<file path="src/ccip_pkg.sv">
// ------------------------------
// CCI-P request header types
// Request, length and VC enums
// MMIO request and response types
// ------------------------------
`default_nettype none

package ccip_pkg;

   // Bus widths
   localparam int CCIP_ADDR_WIDTH  = 42;
   localparam int CCIP_MDATA_WIDTH = 16;
   localparam int MMIO_TID_WIDTH   = 4;
   // One tracker entry per TID
   localparam int MMIO_TID_COUNT   = 2**MMIO_TID_WIDTH;

   // Request type, other encodings are still possible on the bus
   typedef enum logic [3:0] {
      eREQ_RDLINE_S = 4'h0,
      eREQ_RDLINE_I = 4'h1,
      eREQ_WRLINE_I = 4'h2,
      eREQ_WRLINE_M = 4'h3,
      eREQ_WRFENCE  = 4'h4
   } ccip_req_e;

   // Number of cache lines, 3 lines is illegal
   typedef enum logic [1:0] {
      eCL_LEN_1 = 2'b00,
      eCL_LEN_2 = 2'b01,
      eCL_LEN_3 = 2'b10,
      eCL_LEN_4 = 2'b11
   } ccip_cl_len_e;

   typedef enum logic [1:0] {
      eVC_VA  = 2'b00,
      eVC_VL0 = 2'b01,
      eVC_VH0 = 2'b10,
      eVC_VH1 = 2'b11
   } ccip_vc_e;

   // Channel 0 read header
   typedef struct packed {
      ccip_vc_e                    vc_sel;
      ccip_cl_len_e                cl_len;
      ccip_req_e                   req_type;
      logic [CCIP_ADDR_WIDTH-1:0]  address;
      logic [CCIP_MDATA_WIDTH-1:0] mdata;
   } c0_req_hdr_t;

   // Channel 1 write header, sop marks first beat
   typedef struct packed {
      ccip_vc_e                    vc_sel;
      logic                        sop;
      ccip_cl_len_e                cl_len;
      ccip_req_e                   req_type;
      logic [CCIP_ADDR_WIDTH-1:0]  address;
      logic [CCIP_MDATA_WIDTH-1:0] mdata;
   } c1_req_hdr_t;

   typedef struct packed {
      logic        valid;
      c0_req_hdr_t hdr;
   } c0_tx_t;

   typedef struct packed {
      logic        valid;
      c1_req_hdr_t hdr;
   } c1_tx_t;

   typedef logic [MMIO_TID_WIDTH-1:0] mmio_tid_t;

   // Host MMIO read request
   typedef struct packed {
      logic      valid;
      mmio_tid_t tid;
   } mmio_req_t;

   // Accelerator MMIO read response
   typedef struct packed {
      logic      valid;
      mmio_tid_t tid;
   } mmio_rsp_t;

endpackage

`default_nettype wire

</file>
<file path="src/sniff_pkg.sv">
// ------------------------------
// Checker error codes and vector
// MMIO response timeout constants
// ------------------------------
`default_nettype none

package sniff_pkg;

   localparam int SNIFF_VECTOR_WIDTH = 21;

   // Cycles an MMIO read may stay unanswered
   localparam int MMIO_RSP_TIMEOUT = 64;
   // Counter must hold timeout plus one
   localparam int MMIO_TIMER_WIDTH = 7;

   // Bit index into the error vector
   typedef enum logic [4:0] {
      // Channel 0
      SNIFF_C0TX_INVALID_REQTYPE   = 5'd0,
      SNIFF_C0TX_OVERFLOW          = 5'd1,
      SNIFF_C0TX_ADDRALIGN_2       = 5'd2,
      SNIFF_C0TX_ADDRALIGN_4       = 5'd3,
      SNIFF_C0TX_RESET_IGNORED     = 5'd4,
      SNIFF_C0TX_3CL_REQUEST       = 5'd5,
      // Channel 1
      SNIFF_C1TX_INVALID_REQTYPE   = 5'd6,
      SNIFF_C1TX_OVERFLOW          = 5'd7,
      SNIFF_C1TX_ADDRALIGN_2       = 5'd8,
      SNIFF_C1TX_ADDRALIGN_4       = 5'd9,
      SNIFF_C1TX_RESET_IGNORED     = 5'd10,
      SNIFF_C1TX_3CL_REQUEST       = 5'd11,
      SNIFF_C1TX_UNEXP_VCSEL       = 5'd12,
      SNIFF_C1TX_UNEXP_ADDR        = 5'd13,
      SNIFF_C1TX_UNEXP_REQTYPE     = 5'd14,
      SNIFF_C1TX_SOP_NOT_SET       = 5'd15,
      SNIFF_C1TX_SOP_SET_MCL1TO3   = 5'd16,
      SNIFF_C1TX_WRFENCE_IN_MCL1TO3 = 5'd17,
      // MMIO responses
      MMIO_RDRSP_TIMEOUT           = 5'd18,
      MMIO_RDRSP_UNSOLICITED       = 5'd19,
      MMIO_RDRSP_RESET_IGNORED     = 5'd20
   } sniff_code_e;

   typedef logic [SNIFF_VECTOR_WIDTH-1:0] sniff_vec_t;

endpackage

`default_nettype wire

</file>
<file path="src/c0_read_checker.sv">
// ------------------------------
// Channel 0 read request checker
// ------------------------------
`timescale 1ns/1ps
`default_nettype none

module c0_read_checker (
   input  logic                  clk,
   input  logic                  ase_reset,
   input  logic                  soft_reset,
   input  ccip_pkg::c0_tx_t      c0_tx,
   input  logic                  ch0_realfull,
   output sniff_pkg::sniff_vec_t errors
);

   logic                  is_read;
   sniff_pkg::sniff_vec_t err_n;

   // Only the two read flavours are legal here
   assign is_read = c0_tx.hdr.req_type inside {ccip_pkg::eREQ_RDLINE_S,
                                               ccip_pkg::eREQ_RDLINE_I};

   always_comb begin
      err_n = '0;
      if (c0_tx.valid) begin
         if (!is_read) begin
            err_n[sniff_pkg::SNIFF_C0TX_INVALID_REQTYPE] = 1'b1;
         end
         else begin
            // 3-line reads do not exist
            if (c0_tx.hdr.cl_len == ccip_pkg::eCL_LEN_3) begin
               err_n[sniff_pkg::SNIFF_C0TX_3CL_REQUEST] = 1'b1;
            end
            // 2-line needs even address
            if ((c0_tx.hdr.cl_len == ccip_pkg::eCL_LEN_2) && c0_tx.hdr.address[0]) begin
               err_n[sniff_pkg::SNIFF_C0TX_ADDRALIGN_2] = 1'b1;
            end
            // 4-line needs low two bits clear
            if ((c0_tx.hdr.cl_len == ccip_pkg::eCL_LEN_4) &&
                (c0_tx.hdr.address[1:0] != 2'b00)) begin
               err_n[sniff_pkg::SNIFF_C0TX_ADDRALIGN_4] = 1'b1;
            end
         end
         // Any valid beat into a full channel
         if (ch0_realfull) begin
            err_n[sniff_pkg::SNIFF_C0TX_OVERFLOW] = 1'b1;
         end
         // Traffic while the accelerator is held in soft reset
         if (soft_reset) begin
            err_n[sniff_pkg::SNIFF_C0TX_RESET_IGNORED] = 1'b1;
         end
      end
   end

   // One-cycle error pulses
   always_ff @(posedge clk) begin
      if (ase_reset) begin
         errors <= '0;
      end
      else begin
         errors <= err_n;
      end
   end

endmodule

`default_nettype wire

</file>
<file path="src/c1_mcl_checker.sv">
// ------------------------------
// Channel 1 write request checker
// Multi-line burst tracker FSM
// ------------------------------
`timescale 1ns/1ps
`default_nettype none

module c1_mcl_checker (
   input  logic                  clk,
   input  logic                  ase_reset,
   input  logic                  soft_reset,
   input  ccip_pkg::c1_tx_t      c1_tx,
   input  logic                  ch1_realfull,
   output sniff_pkg::sniff_vec_t errors
);

   // Which beat of a burst comes next
   typedef enum logic [1:0] {
      EXP_FIRST = 2'd0,
      EXP_LINE2 = 2'd1,
      EXP_LINE3 = 2'd2,
      EXP_LINE4 = 2'd3
   } mcl_state_e;

   mcl_state_e             state;
   mcl_state_e             state_n;

   // Fields captured on the SOP beat
   ccip_pkg::ccip_vc_e     base_vc;
   ccip_pkg::ccip_req_e    base_req_type;
   ccip_pkg::ccip_cl_len_e base_cl_len;
   logic [1:0]             base_addr_lo;

   logic                   is_write;
   logic                   is_fence;
   logic                   burst_start;
   logic [1:0]             beat_idx;
   logic [1:0]             exp_addr_lo;
   sniff_pkg::sniff_vec_t  err_n;

   assign is_write = c1_tx.valid &&
                     (c1_tx.hdr.req_type inside {ccip_pkg::eREQ_WRLINE_I,
                                                 ccip_pkg::eREQ_WRLINE_M});
   assign is_fence = c1_tx.valid && (c1_tx.hdr.req_type == ccip_pkg::eREQ_WRFENCE);

   // Multi-line SOP write seen while idle
   assign burst_start = (state == EXP_FIRST) && is_write && c1_tx.hdr.sop &&
                        (c1_tx.hdr.cl_len inside {ccip_pkg::eCL_LEN_2,
                                                  ccip_pkg::eCL_LEN_4});

   // Offset of the current beat from the base line
   always_comb begin
      case (state)
         EXP_LINE2: beat_idx = 2'd1;
         EXP_LINE3: beat_idx = 2'd2;
         EXP_LINE4: beat_idx = 2'd3;
         default:   beat_idx = 2'd0;
      endcase
   end

   // Wraps modulo 4
   assign exp_addr_lo = base_addr_lo + beat_idx;

   always_comb begin
      state_n = state;
      err_n   = '0;

      // Checks that hold in every state
      if (c1_tx.valid && !(is_write || is_fence)) begin
         err_n[sniff_pkg::SNIFF_C1TX_INVALID_REQTYPE] = 1'b1;
      end
      if (c1_tx.valid && ch1_realfull) begin
         err_n[sniff_pkg::SNIFF_C1TX_OVERFLOW] = 1'b1;
      end
      if (c1_tx.valid && soft_reset) begin
         err_n[sniff_pkg::SNIFF_C1TX_RESET_IGNORED] = 1'b1;
      end

      case (state)
         EXP_FIRST: begin
            // First write of anything must carry SOP
            if (is_write && !c1_tx.hdr.sop) begin
               err_n[sniff_pkg::SNIFF_C1TX_SOP_NOT_SET] = 1'b1;
            end
            if (is_write && c1_tx.hdr.sop) begin
               if (c1_tx.hdr.cl_len == ccip_pkg::eCL_LEN_3) begin
                  err_n[sniff_pkg::SNIFF_C1TX_3CL_REQUEST] = 1'b1;
               end
               if ((c1_tx.hdr.cl_len == ccip_pkg::eCL_LEN_2) && c1_tx.hdr.address[0]) begin
                  err_n[sniff_pkg::SNIFF_C1TX_ADDRALIGN_2] = 1'b1;
               end
               if ((c1_tx.hdr.cl_len == ccip_pkg::eCL_LEN_4) &&
                   (c1_tx.hdr.address[1:0] != 2'b00)) begin
                  err_n[sniff_pkg::SNIFF_C1TX_ADDRALIGN_4] = 1'b1;
               end
            end
            // Single lines and fences stay here
            if (burst_start) begin
               state_n = EXP_LINE2;
            end
         end

         default: begin
            // Fence cannot split a burst, state holds
            if (is_fence) begin
               err_n[sniff_pkg::SNIFF_C1TX_WRFENCE_IN_MCL1TO3] = 1'b1;
            end
            if (is_write) begin
               if (c1_tx.hdr.sop) begin
                  err_n[sniff_pkg::SNIFF_C1TX_SOP_SET_MCL1TO3] = 1'b1;
               end
               if (c1_tx.hdr.vc_sel != base_vc) begin
                  err_n[sniff_pkg::SNIFF_C1TX_UNEXP_VCSEL] = 1'b1;
               end
               if (c1_tx.hdr.req_type != base_req_type) begin
                  err_n[sniff_pkg::SNIFF_C1TX_UNEXP_REQTYPE] = 1'b1;
               end
               if (c1_tx.hdr.address[1:0] != exp_addr_lo) begin
                  err_n[sniff_pkg::SNIFF_C1TX_UNEXP_ADDR] = 1'b1;
               end
               // 2-line ends after beat 2, 4-line after beat 4
               if ((state == EXP_LINE4) ||
                   ((state == EXP_LINE2) && (base_cl_len == ccip_pkg::eCL_LEN_2))) begin
                  state_n = EXP_FIRST;
               end
               else if (state == EXP_LINE2) begin
                  state_n = EXP_LINE3;
               end
               else begin
                  state_n = EXP_LINE4;
               end
            end
         end
      endcase
   end

   always_ff @(posedge clk) begin
      if (ase_reset) begin
         state  <= EXP_FIRST;
         errors <= '0;
      end
      else begin
         state  <= state_n;
         errors <= err_n;
      end
   end

   // Base header of the burst
   always_ff @(posedge clk) begin
      if (burst_start) begin
         base_vc       <= c1_tx.hdr.vc_sel;
         base_req_type <= c1_tx.hdr.req_type;
         base_cl_len   <= c1_tx.hdr.cl_len;
         base_addr_lo  <= c1_tx.hdr.address[1:0];
      end
   end

endmodule

`default_nettype wire

</file>
<file path="src/ccip_sniffer.sv">
// ------------------------------
// CCI-P protocol checker top
// ------------------------------
`timescale 1ns/1ps
`default_nettype none

module ccip_sniffer (
   input  logic                  clk,
   input  logic                  ase_reset,
   input  logic                  soft_reset,
   input  ccip_pkg::c0_tx_t      c0_tx,
   input  ccip_pkg::c1_tx_t      c1_tx,
   input  ccip_pkg::mmio_rsp_t   c2_rsp,
   input  ccip_pkg::mmio_req_t   mmio_req,
   input  logic                  ch0_realfull,
   input  logic                  ch1_realfull,
   output sniff_pkg::sniff_vec_t error_code
);

   // Each checker only sets its own bits
   sniff_pkg::sniff_vec_t err_c0;
   sniff_pkg::sniff_vec_t err_c1;
   sniff_pkg::sniff_vec_t err_mmio;

   // Read requests
   c0_read_checker u_c0_read_checker (
      .clk          (clk),
      .ase_reset    (ase_reset),
      .soft_reset   (soft_reset),
      .c0_tx        (c0_tx),
      .ch0_realfull (ch0_realfull),
      .errors       (err_c0)
   );

   // Write requests and bursts
   c1_mcl_checker u_c1_mcl_checker (
      .clk          (clk),
      .ase_reset    (ase_reset),
      .soft_reset   (soft_reset),
      .c1_tx        (c1_tx),
      .ch1_realfull (ch1_realfull),
      .errors       (err_c1)
   );

   // MMIO read responses
   mmio_rsp_tracker u_mmio_rsp_tracker (
      .clk        (clk),
      .ase_reset  (ase_reset),
      .soft_reset (soft_reset),
      .mmio_req   (mmio_req),
      .c2_rsp     (c2_rsp),
      .errors     (err_mmio)
   );

   assign error_code = err_c0 | err_c1 | err_mmio;

endmodule

`default_nettype wire

</file>
<file path="src/mmio_rsp_tracker.sv">
// ------------------------------
// MMIO read response tracker
// Per-TID active flag and timer
// ------------------------------
`timescale 1ns/1ps
`default_nettype none

module mmio_rsp_tracker (
   input  logic                  clk,
   input  logic                  ase_reset,
   input  logic                  soft_reset,
   input  ccip_pkg::mmio_req_t   mmio_req,
   input  ccip_pkg::mmio_rsp_t   c2_rsp,
   output sniff_pkg::sniff_vec_t errors
);

   typedef logic [sniff_pkg::MMIO_TIMER_WIDTH-1:0] timer_t;

   logic [ccip_pkg::MMIO_TID_COUNT-1:0] active;
   timer_t                              timer [ccip_pkg::MMIO_TID_COUNT];
   logic [ccip_pkg::MMIO_TID_COUNT-1:0] req_hit;
   logic [ccip_pkg::MMIO_TID_COUNT-1:0] rsp_hit;
   logic [ccip_pkg::MMIO_TID_COUNT-1:0] timeout_hit;
   sniff_pkg::sniff_vec_t               err_n;

   // Decode both TIDs per entry
   for (genvar i = 0; i < ccip_pkg::MMIO_TID_COUNT; i++) begin : g_tid
      assign req_hit[i] = mmio_req.valid && (mmio_req.tid == ccip_pkg::mmio_tid_t'(i));
      assign rsp_hit[i] = c2_rsp.valid && (c2_rsp.tid == ccip_pkg::mmio_tid_t'(i));
      // Fires on the one cycle the timer sits at the limit
      assign timeout_hit[i] = active[i] &&
                              (timer[i] == timer_t'(sniff_pkg::MMIO_RSP_TIMEOUT));
   end

   always_ff @(posedge clk) begin
      if (ase_reset) begin
         active <= '0;
         for (int i = 0; i < ccip_pkg::MMIO_TID_COUNT; i++) begin
            timer[i] <= '0;
         end
      end
      else begin
         for (int i = 0; i < ccip_pkg::MMIO_TID_COUNT; i++) begin
            // A new request wins over a response to the same TID
            if (req_hit[i]) begin
               active[i] <= 1'b1;
               timer[i]  <= '0;
            end
            else if (rsp_hit[i]) begin
               active[i] <= 1'b0;
               timer[i]  <= '0;
            end
            // Park one past the limit so the timeout pulses once
            else if (active[i] &&
                     (timer[i] != timer_t'(sniff_pkg::MMIO_RSP_TIMEOUT + 1))) begin
               timer[i] <= timer[i] + 1'b1;
            end
         end
      end
   end

   always_comb begin
      err_n = '0;
      err_n[sniff_pkg::MMIO_RDRSP_TIMEOUT] = |timeout_hit;
      // Response to a TID nobody asked for
      if (c2_rsp.valid && !active[c2_rsp.tid]) begin
         err_n[sniff_pkg::MMIO_RDRSP_UNSOLICITED] = 1'b1;
      end
      if (c2_rsp.valid && soft_reset) begin
         err_n[sniff_pkg::MMIO_RDRSP_RESET_IGNORED] = 1'b1;
      end
   end

   always_ff @(posedge clk) begin
      if (ase_reset) begin
         errors <= '0;
      end
      else begin
         errors <= err_n;
      end
   end

endmodule

`default_nettype wire

</file>
<file path="config.mk">
export PLATFORM = sky130hd
export DESIGN_NAME = ccip_sniffer
export DESIGN_NICKNAME = d
export VERILOG_FILES = /design/src/ccip_pkg.sv /design/src/sniff_pkg.sv /design/src/c0_read_checker.sv /design/src/c1_mcl_checker.sv /design/src/ccip_sniffer.sv /design/src/mmio_rsp_tracker.sv
export SDC_FILE = /design/constraint.sdc
export NUM_CORES = 1
export LEC_CHECK = 0
export ABC_AREA = 1
export BUFFER_PORTS_ARGS = -buffer_cell sky130_fd_sc_hd__clkbuf_2
export CAP_MARGIN = 20
export CORE_MARGIN = 4
export CORE_UTILIZATION = 30
export DETAILED_ROUTE_END_ITERATION = 8
export HOLD_SLACK_MARGIN = 0.08
export MAX_ROUTING_LAYER = met4
export PLACE_DENSITY = 0.48
export SLEW_MARGIN = 10
export SYNTH_ARGS = -nofsm -noshare
export SYNTH_HDL_FRONTEND = slang
export SYNTH_SLANG_ARGS = --single-unit
</file>
<file path="constraint.sdc">
create_clock -name clk -period 2.24 [get_ports clk]
set_clock_uncertainty 0.15 [all_clocks]
set_input_delay 0.224 -clock clk [delete_from_list [all_inputs] [get_ports clk]]
set_output_delay 0.224 -clock clk [all_outputs]
set_load 0.01 [all_outputs]
</file>
==> results of run 1 <==
## per-stage QoR
step	hold slack, ps	cells
floorplan	151	1007
global placement	269	1466
detailed placement	275	1466
CTS	98.9	1537
global route	156	1536
finish	114	1536
## how the worst min path moves through the flow
stage                                          to      start  cells after the start  slack [ps]
floorplan             u_c1_mcl_checker.errors[11]  c1_tx[62]                      1         150
global placement      u_c1_mcl_checker.base_vc[1]  c1_tx[66]                      1         270
detailed placement    u_c1_mcl_checker.base_vc[1]  c1_tx[66]                      1         280
CTS                 u_mmio_rsp_tracker.errors[19]  c2_rsp[2]                      5         100
global route         u_mmio_rsp_tracker.active[9]  c2_rsp[2]                      5         160
finish              u_mmio_rsp_tracker.errors[19]  c2_rsp[2]                      5         110
## cell type report
type                            instances  share of cell area (%)
Clock inverter                         15                    1.78
Tap cell                              390                    4.48
Timing Repair Buffer                  114                    7.47
Clock buffer                           17                    3.91
Sequential cell                       161                    40.8
Inverter                              160                    5.52
Multi-Input combinational cell        679                    36.0
## sequential cells by signal (all words and copies together), names as in the netlist
signal / count
u_c1_mcl_checker.base_req_type: 4
u_c1_mcl_checker.errors: 12
u_c1_mcl_checker.base_vc: 2
u_c1_mcl_checker.base_addr_lo: 2
u_mmio_rsp_tracker.timer: 112
u_mmio_rsp_tracker.errors: 3
u_c1_mcl_checker.state: 2
u_c1_mcl_checker.base_cl_len: 2
u_mmio_rsp_tracker.active: 16
u_c0_read_checker.errors: 6
## cell families (layout without fill, tap and decap cells)
kind of cell / after synthesis / count (layout) / synth area share [%]
AO/OA/AOI/OAI: 44 / 44 / 2.86
XOR/XNOR: 67 / 67 / 6.52
adder cells (fa/ha/maj): 49 / 49 / 6.81
buffers and inverters: 167 / 306 / 7.04
flip-flops: 161 / 161 / 49.4
AND/OR/NAND/NOR: 519 / 519 / 27.4
## power groups by stage
stage | registers [µW] | clock network (µW) | logic, µW
finish | 3440 | 2990 | 548
CTS | 3440 | 3100 | 559
detailed placement | 3510 | 0 | 510
global placement | 3510 | 0 | 508
global route | 3460 | 3210 | 633
floorplan | 3480 | 0 | 341
## cells in the final DEF, fill, tap and decap left out, types with 6 or more instances in the layout
cell type	instances
nor3_1	36
clkinv_8	7
a21oi_1	23
nand4_1	18
o21ai_0	6
dlygate4sd3_1	38
nand2_1	157
nor3_2	10
buf_4	21
clkbuf_16	17
ha_1	49
xnor2_1	27
dfxtp_1	39
clkbuf_2	55
nand3_1	49
nor2_2	33
nand2_2	9
xor2_1	40
nor2_1	175
inv_1	155
edfxtp_1	122
## worst max-delay path: stages
cell and delay [ps]:
dlygate4sd3_1 560, clkbuf_2 150, nor2_1 220, nand4_1 210, nand3_1 150, inv_1 60
nand3_2 60, nand4_1 340
## routing by layer
layer / wire, µm / vias up / share of wire [%]
li1: - / 3509 / -
met1: 9510 / 2960 / 52
met2: 8000 / 91 / 44
met3: 521 / 17 / 2.8
met4: 261 / 0 / 1.4
met5: 0 / - / 0
## what timing repair did
action                                  CTS  global route
hold endpoints to repair                 38             0
hold buffers                             39             0
endpoints found under the setup margin    0             3
==> metrics.md, run 1 <==
| Metric | Value |
|---|---|
| Global Route Usage Sum | 11.8% |
| Max Clk Rate | 479 MHz |
| Final Util | 36.7% |
| Port bufs | 55 |
| Drt first pass iters | 6 |
| Place WS | 153 ps |
| HPWL Detailed | 13.6 mm |
| Gr busiest metal | met2 |
| Avg Cell Area, Syn | 8.93 µm² |
| Global Route met3 Usage | 2.21% |
| Clock buffer depth | 2 |
| Area contributors post-synth | edfxtp_1 41%, dfxtp_1 8.7%, nor2_1 7.3% |
| Worst setup endpoint | u_mmio_rsp_tracker.timer[0][88] |
| Clk sinks | 161 |
| R2R Setup Slk | 290 ps |
| Gpl congestion | 0.775 |
| Switching fraction of total power | 27.3% |
| Setup-failing EPs final | 0 |
| # fillers | 3083 |
| Routed vias | 6577 |
| Area of the multi-input gates | 0.00392 mm² |
| Drt total wl | 18.3 mm |
| Largest net degree at the start of global routing | 20 |
| Sequential share of the synthesized area | 49.4% |
| Synth top area share | 40.7% |
| CP startpoint kind | primary input |
| Worst reg2reg path depth | 4 |
| Commonest cells post-synth | 175 x nor2_1, 157 x nand2_1, 155 x inv_1, 122 x edfxtp_1 |
| First-pass GRT wire length | 31.3 mm |
| Comb pwr share | 7.9% |
| Most common cell in the synthesized netlist | nor2_1 |
| Final instance area | 0.0109 mm² |
| Max-cap violations | 0 |
| # H-tree levels | 4 |
| Row count | 63 |
| Post-DP Area | 0.00989 mm² |
| Status | finished, final reports clean |
| DR WL/cell | 11.9 µm |
| Yosys Warn Count | 0 |
| Worst Max-Slew Pin Slew | 706 ps |
| Largest area contributor in the netlist | edfxtp_1 |
| EDFF count, synth | 122 |
| Core area | 0.0296 mm² |
| Pint | 5070 µW |
| Crit. Startpoint | mmio_req[1] |
| Worst skew pair latency | 430 ps |
| Seq. cell area | 0.00444 mm² |
| Tcrit/Tclk final | 93.2% |
| First DRT Iteration DRCs | 311 |
| Final count of pins violating max slew | 0 |
| CP Capture Type | flip-flop |
| Clock Power Share | 42.8% |
| Chip width | 181 µm |
| Total negative slack | 0 ps |
| Yosys cell types | 38 |
| M2 GR Usage | 17.7% |
| CTS root buf | clkbuf_16 |
| Worst EP required | 2140 ps |
| RSZ-0062 raised after global routing | no |
| Sw Pwr | 1900 µW |
| Cell Area, Synth | 0.00900 mm² |
| Post-CTS setup buffers | 0 |
| Reg-to-Reg Start | u_mmio_rsp_tracker.timer[0][53] |
| DRC violations left | 0 |
| Min Tclk post-route | 2090 ps |
| Antenna diodes | 0 |
| Critical path peak fanout | 7 |
| Syn Nets | 1206 |
| Initial antenna violation count | 0 |
| Ys flop type | edfxtp_1 |
| Die Span Y | 181 µm |
| Part of the power in registers | 49.3% |
| Clock buffer count from CTS | 17 |
| Post-Syn Instances | 1007 |
| GR Util met1 | 16.5% |
| Post-synth ARST share | 0% |
| Reg2reg end | u_mmio_rsp_tracker.timer[0][50] |
| I/O pins | 171 |
| Slew HR | 52.7% |
| Clock slew at reported path FFs | 70 ps |
| GR Overflow Total | 0 |
| Vias in the first global route | 6472 |
| Crit Path Category | in2reg |
| Layout cell share with drive strength beyond 1 | 16.2% |
| Final Power | 6970 µW |
| VDD IR max | 412 µV |
| Die Footprint | 0.0328 mm² |
| Yosys reg bits | 161 |
| Initial Util | 30.4% |
| Worst Slack Setup Final | 153 ps |
| CTS tree | done |
| Vias per cell | 4.28 |
| Hold Vio Cnt, Final | 0 |
| LEAKAGE | 0.00460 µW |
| Nets | 1332 |
| Pwr dens | 641 mW/mm² |
| Post-CTS Resized | 0 |
| Arr. time, crit path | 1990 ps |
| Area Growth Syn to Fin | 21.0% |
| Antenna Nets Post-Route | 0 |
| HP Class | in2reg |
Note: power is estimated with default switching activity, not from simulation.
==> inputs of run 2 (changes only) <==
--- a/config.mk
+++ b/config.mk
@@ -5,7 +5,7 @@
 export SDC_FILE = /design/constraint.sdc
 export NUM_CORES = 1
 export LEC_CHECK = 0
-export ABC_AREA = 1
+export ABC_AREA = 0
 export BUFFER_PORTS_ARGS = -buffer_cell sky130_fd_sc_hd__clkbuf_2
 export CAP_MARGIN = 20
 export CORE_MARGIN = 4
@@ -17,4 +17,5 @@
 export SLEW_MARGIN = 10
 export SYNTH_ARGS = -nofsm -noshare
 export SYNTH_HDL_FRONTEND = slang
+export SYNTH_HIERARCHICAL = 1
 export SYNTH_SLANG_ARGS = --single-unit
==> run 2 against run 1 <==
Compared with the run above: largest power group unchanged; combinational power rose by 4.7%; critical path depth up 1; highest routed layer unchanged; register-to-register slack got worse by 120 ps; power increased by 0.29%; final area fell by 1.3%; flip-flop and latch count unchanged; core utilization fell by 0.66 points.
==> metrics.md, run 2 <==
| Metric | Value |
|---|---|
| Status | finished, final reports clean |
| Slowest stage cell, crit path | dlygate4sd3_1 |
| Die Span Y | 182 µm (+0.64%) |
| Cell Area, Synth | 0.00912 mm² (+1.3%) |
| Layout cell share with drive strength beyond 1 | 13.9% (-2.4 points) |
| LEAKAGE | 0.00411 µW (-11%) |
| Largest net degree at the start of global routing | 29 (+45%) |
| Vias in the first global route | 6135 (-5.2%) |
| Core area | 0.0298 mm² (+0.53%) |
| First DRT Iteration DRCs | 314 (+0.96%) |
| Nets | 1202 (-9.8%) |
| CP startpoint kind | primary input |
| Reg-to-Reg Start | u_mmio_rsp_tracker/timer[0][29] |
| # fillers | 3003 (-2.6%) |
| Setup-failing EPs final | 0 (unchanged) |
| Area contributors post-synth | edfxtp_1 40%, dfxtp_1 8.6%, nor2_1 6.8% |
| HPWL Detailed | 13.3 mm (-2.2%) |
| Routed vias | 6355 (-3.4%) |
| Gpl congestion | 0.818 (+5.5%) |
| Port bufs | 55 (unchanged) |
| Vias per cell | 4.52 (+5.5%) |
| Cells along the critical path | dlygate4sd3_1 > clkbuf_2 > nand2_1 > nor2_1 > buf_4 > a211oi_1 > o211ai_1 > buf_4 > nor2_1 |
| Largest area contributor in the netlist | edfxtp_1 |
| Initial antenna violation count | 1 (+1) |
| Largest regs | u_mmio_rsp_tracker/timer (112), u_mmio_rsp_tracker/active (16), u_c1_mcl_checker/errors (12) |
| Worst Slack Setup Final | 167 ps (+13.3 ps) |
| Place WS | -55.3 ps (-208 ps) |
| Yosys Warn Count | 6 (+6) |
| Drt first pass iters | 4 (-2) |
| Most common cell in the synthesized netlist | nor2_1 |
| Worst Max-Slew Pin Slew | 656 ps (-49.9 ps) |
| Synth top area share | 40.2% (-0.54 points) |
| Area Growth Syn to Fin | 17.9% |
| Sequential share of the synthesized area | 48.7% (-0.66 points) |
| CTS tree | done |
| Worst skew pair latency | 430 ps (about the same) |
| CTS root buf | clkbuf_16 |
| Pwr dens | 651 mW/mm² (+1.6%) |
| DR WL/cell | 13.0 µm (+9.2%) |
| Antenna Nets Post-Route | 0 (unchanged) |
| Post-Syn Instances | 896 (-11%) |
| Min Tclk post-route | 2070 ps (-13.3 ps) |
| Final count of pins violating max slew | 0 (unchanged) |
| Largest Register | u_mmio_rsp_tracker/timer |
| CP Capture Type | flip-flop |
| Slew HR | 55.8% (+3.1 points) |
| EDFF count, synth | 122 (unchanged) |
| Initial Util | 30.6% (+0.25 points) |
| VDD IR max | 438 µV (+6.4%) |
| Total negative slack | 0 ps (unchanged) |
| Hold Vio Cnt, Final | 0 (unchanged) |
| Global Route Usage Sum | 11.7% (-0.16 points) |
| Die Footprint | 0.0332 mm² (+1.3%) |
| CP top delay family | buffers and inverters |
| Worst EP required | 2370 ps (+230 ps) |
| CP peak stage delay | 540 ps (-20 ps) |
| I/O pins | 171 (unchanged) |
| Max-cap violations | 0 (unchanged) |
| DRC violations left | 0 (unchanged) |
| Yosys cell types | 50 (+32%) |
| Seq. cell area | 0.00444 mm² (unchanged) |
| First-pass GRT wire length | 30.9 mm (-1.4%) |
| Critical path peak fanout | 8 (+1) |
| Yosys reg bits | 161 (unchanged) |
| HP Class | in2reg |
| Clock buffer count from CTS | 17 (unchanged) |
| Crit. Startpoint | c2_rsp[4] |
| Row count | 63 (unchanged) |
| Avg Cell Area, Syn | 10.2 µm² (+14%) |
| GR Overflow Total | 0 (unchanged) |
| Max reg flops | 112 (unchanged) |
| Most frequent cells in the layout | 164 x nor2_1, 122 x edfxtp_1, 55 x clkbuf_2, 55 x inv_1, 50 x xnor2_1 |
| Arr. time, crit path | 2200 ps (+210 ps) |
| Commonest cells post-synth | 164 x nor2_1, 122 x edfxtp_1, 55 x inv_1, 50 x xnor2_1, 49 x ha_1 |
| # H-tree levels | 4 (unchanged) |
| Hold path start | c2_rsp[3] |
| Chip width | 182 µm (+0.64%) |
| Ys flop type | edfxtp_1 |
| WP buf/inv | 4 (+1) |
| Drt total wl | 18.3 mm (about the same) |
| RSZ-0062 raised after global routing | no |
| Post-synth ARST share | 0% (unchanged) |
| Clock buffer depth | 2 (unchanged) |
| Max Clk Rate | 482 MHz (+0.64%) |
| Crit Path Category | in2reg |
| Tcrit/Tclk final | 92.6% (-0.59 points) |
| Clock slew at reported path FFs | 70 ps (about the same) |
| Commonest non-fill, non-tap cell in the layout | nor2_1 |
| Area of the multi-input gates | 0.00420 mm² (+7.1%) |
| Clk sinks | 161 (unchanged) |
[run 2: cell types whose count changed after synthesis, sizes merged, moves of 14 or more]
| cell | before | now |
|---|---|---|
| nand4b | 0 | 14 |
| or4 | 0 | 15 |
| nand4 | 25 | 1 |
| buf | 4 | 53 |
| nand2 | 171 | 44 |
| nor3 | 46 | 27 |
| or3 | 0 | 24 |
| inv | 160 | 55 |
| xnor2 | 27 | 50 |
| and3 | 4 | 25 |
| nor2 | 211 | 164 |
| nand3b | 2 | 19 |
| nor4 | 1 | 15 |
[run 2: power breakdown]
| group | leakage (µW) | internal (µW) | switching (µW) |
|---|---|---|---|
| clock | 0.000295 | 1520 | 1440 |
| sequential | 0.00158 | 3330 | 124 |
| combinational | 0.00224 | 259 | 315 |
| total | 0.00411 | 5120 | 1880 |
[run 2: final timing paths]
path,to,slack [ps],cells past startpoint
max,u_mmio_rsp_tracker/timer[0][8],170,9
min,u_mmio_rsp_tracker/active[14],120,4
max reg2reg,u_mmio_rsp_tracker/errors[18],170,8
min reg2reg,u_c1_mcl_checker/state[0],380,2
[run 2: timing repair]
item                                    in CTS  in global routing
endpoints found under the setup margin       1                 22
hold buffers                                30                  0
buffers inserted                             0                  3
gates resized for setup                      2                  4
endpoints found under the hold margin       34                  0
pin swaps                                    0                  3
[run 2: layout make-up]
class                      instances  share of cell area [%]
multi-input combinational        655                    39.1
sequential                       161                    41.4
inverter                          55                    1.92
clock inverter                    15                    1.70
timing repair buffer             113                    7.43
tap                              390                    4.54
antenna                            1                  0.0233
clock buffer                      17                    3.96
[run 2: kinds of logic after synthesis]
family	Yosys count	synth area share, %
simple gates	419	24.0
flops	161	48.7
buf+inv	119	7.09
xor+xnor	90	8.64
compound gates	51	3.70
fa+ha+maj	49	6.72
mux	4	0.988
other cells	3	0.123
[run 2: through the flow]
stage	instances	area, µm²	hold WS (ps)	util [%]	total power [µW]
4_1_cts	1403	10700	90.3	35.9	7120
3_5_place_dp	1341	9790	276	32.9	4060
3_3_place_gp	1341	9790	271	32.9	4060
2_1_floorplan	935	9270	144	-	3900
6_report	1407	10700	121	36.1	6990
5_1_grt	1407	10700	136	36.1	7330
[run 2: metal layers]
layer | GRT usage [%] | vias up | part of all wire (%) | wire length, µm
met5 | - | - | 0 | 0
met2 | 17.7 | 89 | 44 | 8120
met1 | 15.9 | 2981 | 50 | 9180
met3 | 2.51 | 12 | 4.4 | 810
li1 | - | 3273 | - | -
met4 | 3.15 | 0 | 1.0 | 191
[run 2: worst min-delay path: cells and delay by family]
kind            cells  cell delay (ps)
compound gates      1               60
buf+inv             1              190
simple gates        2              180
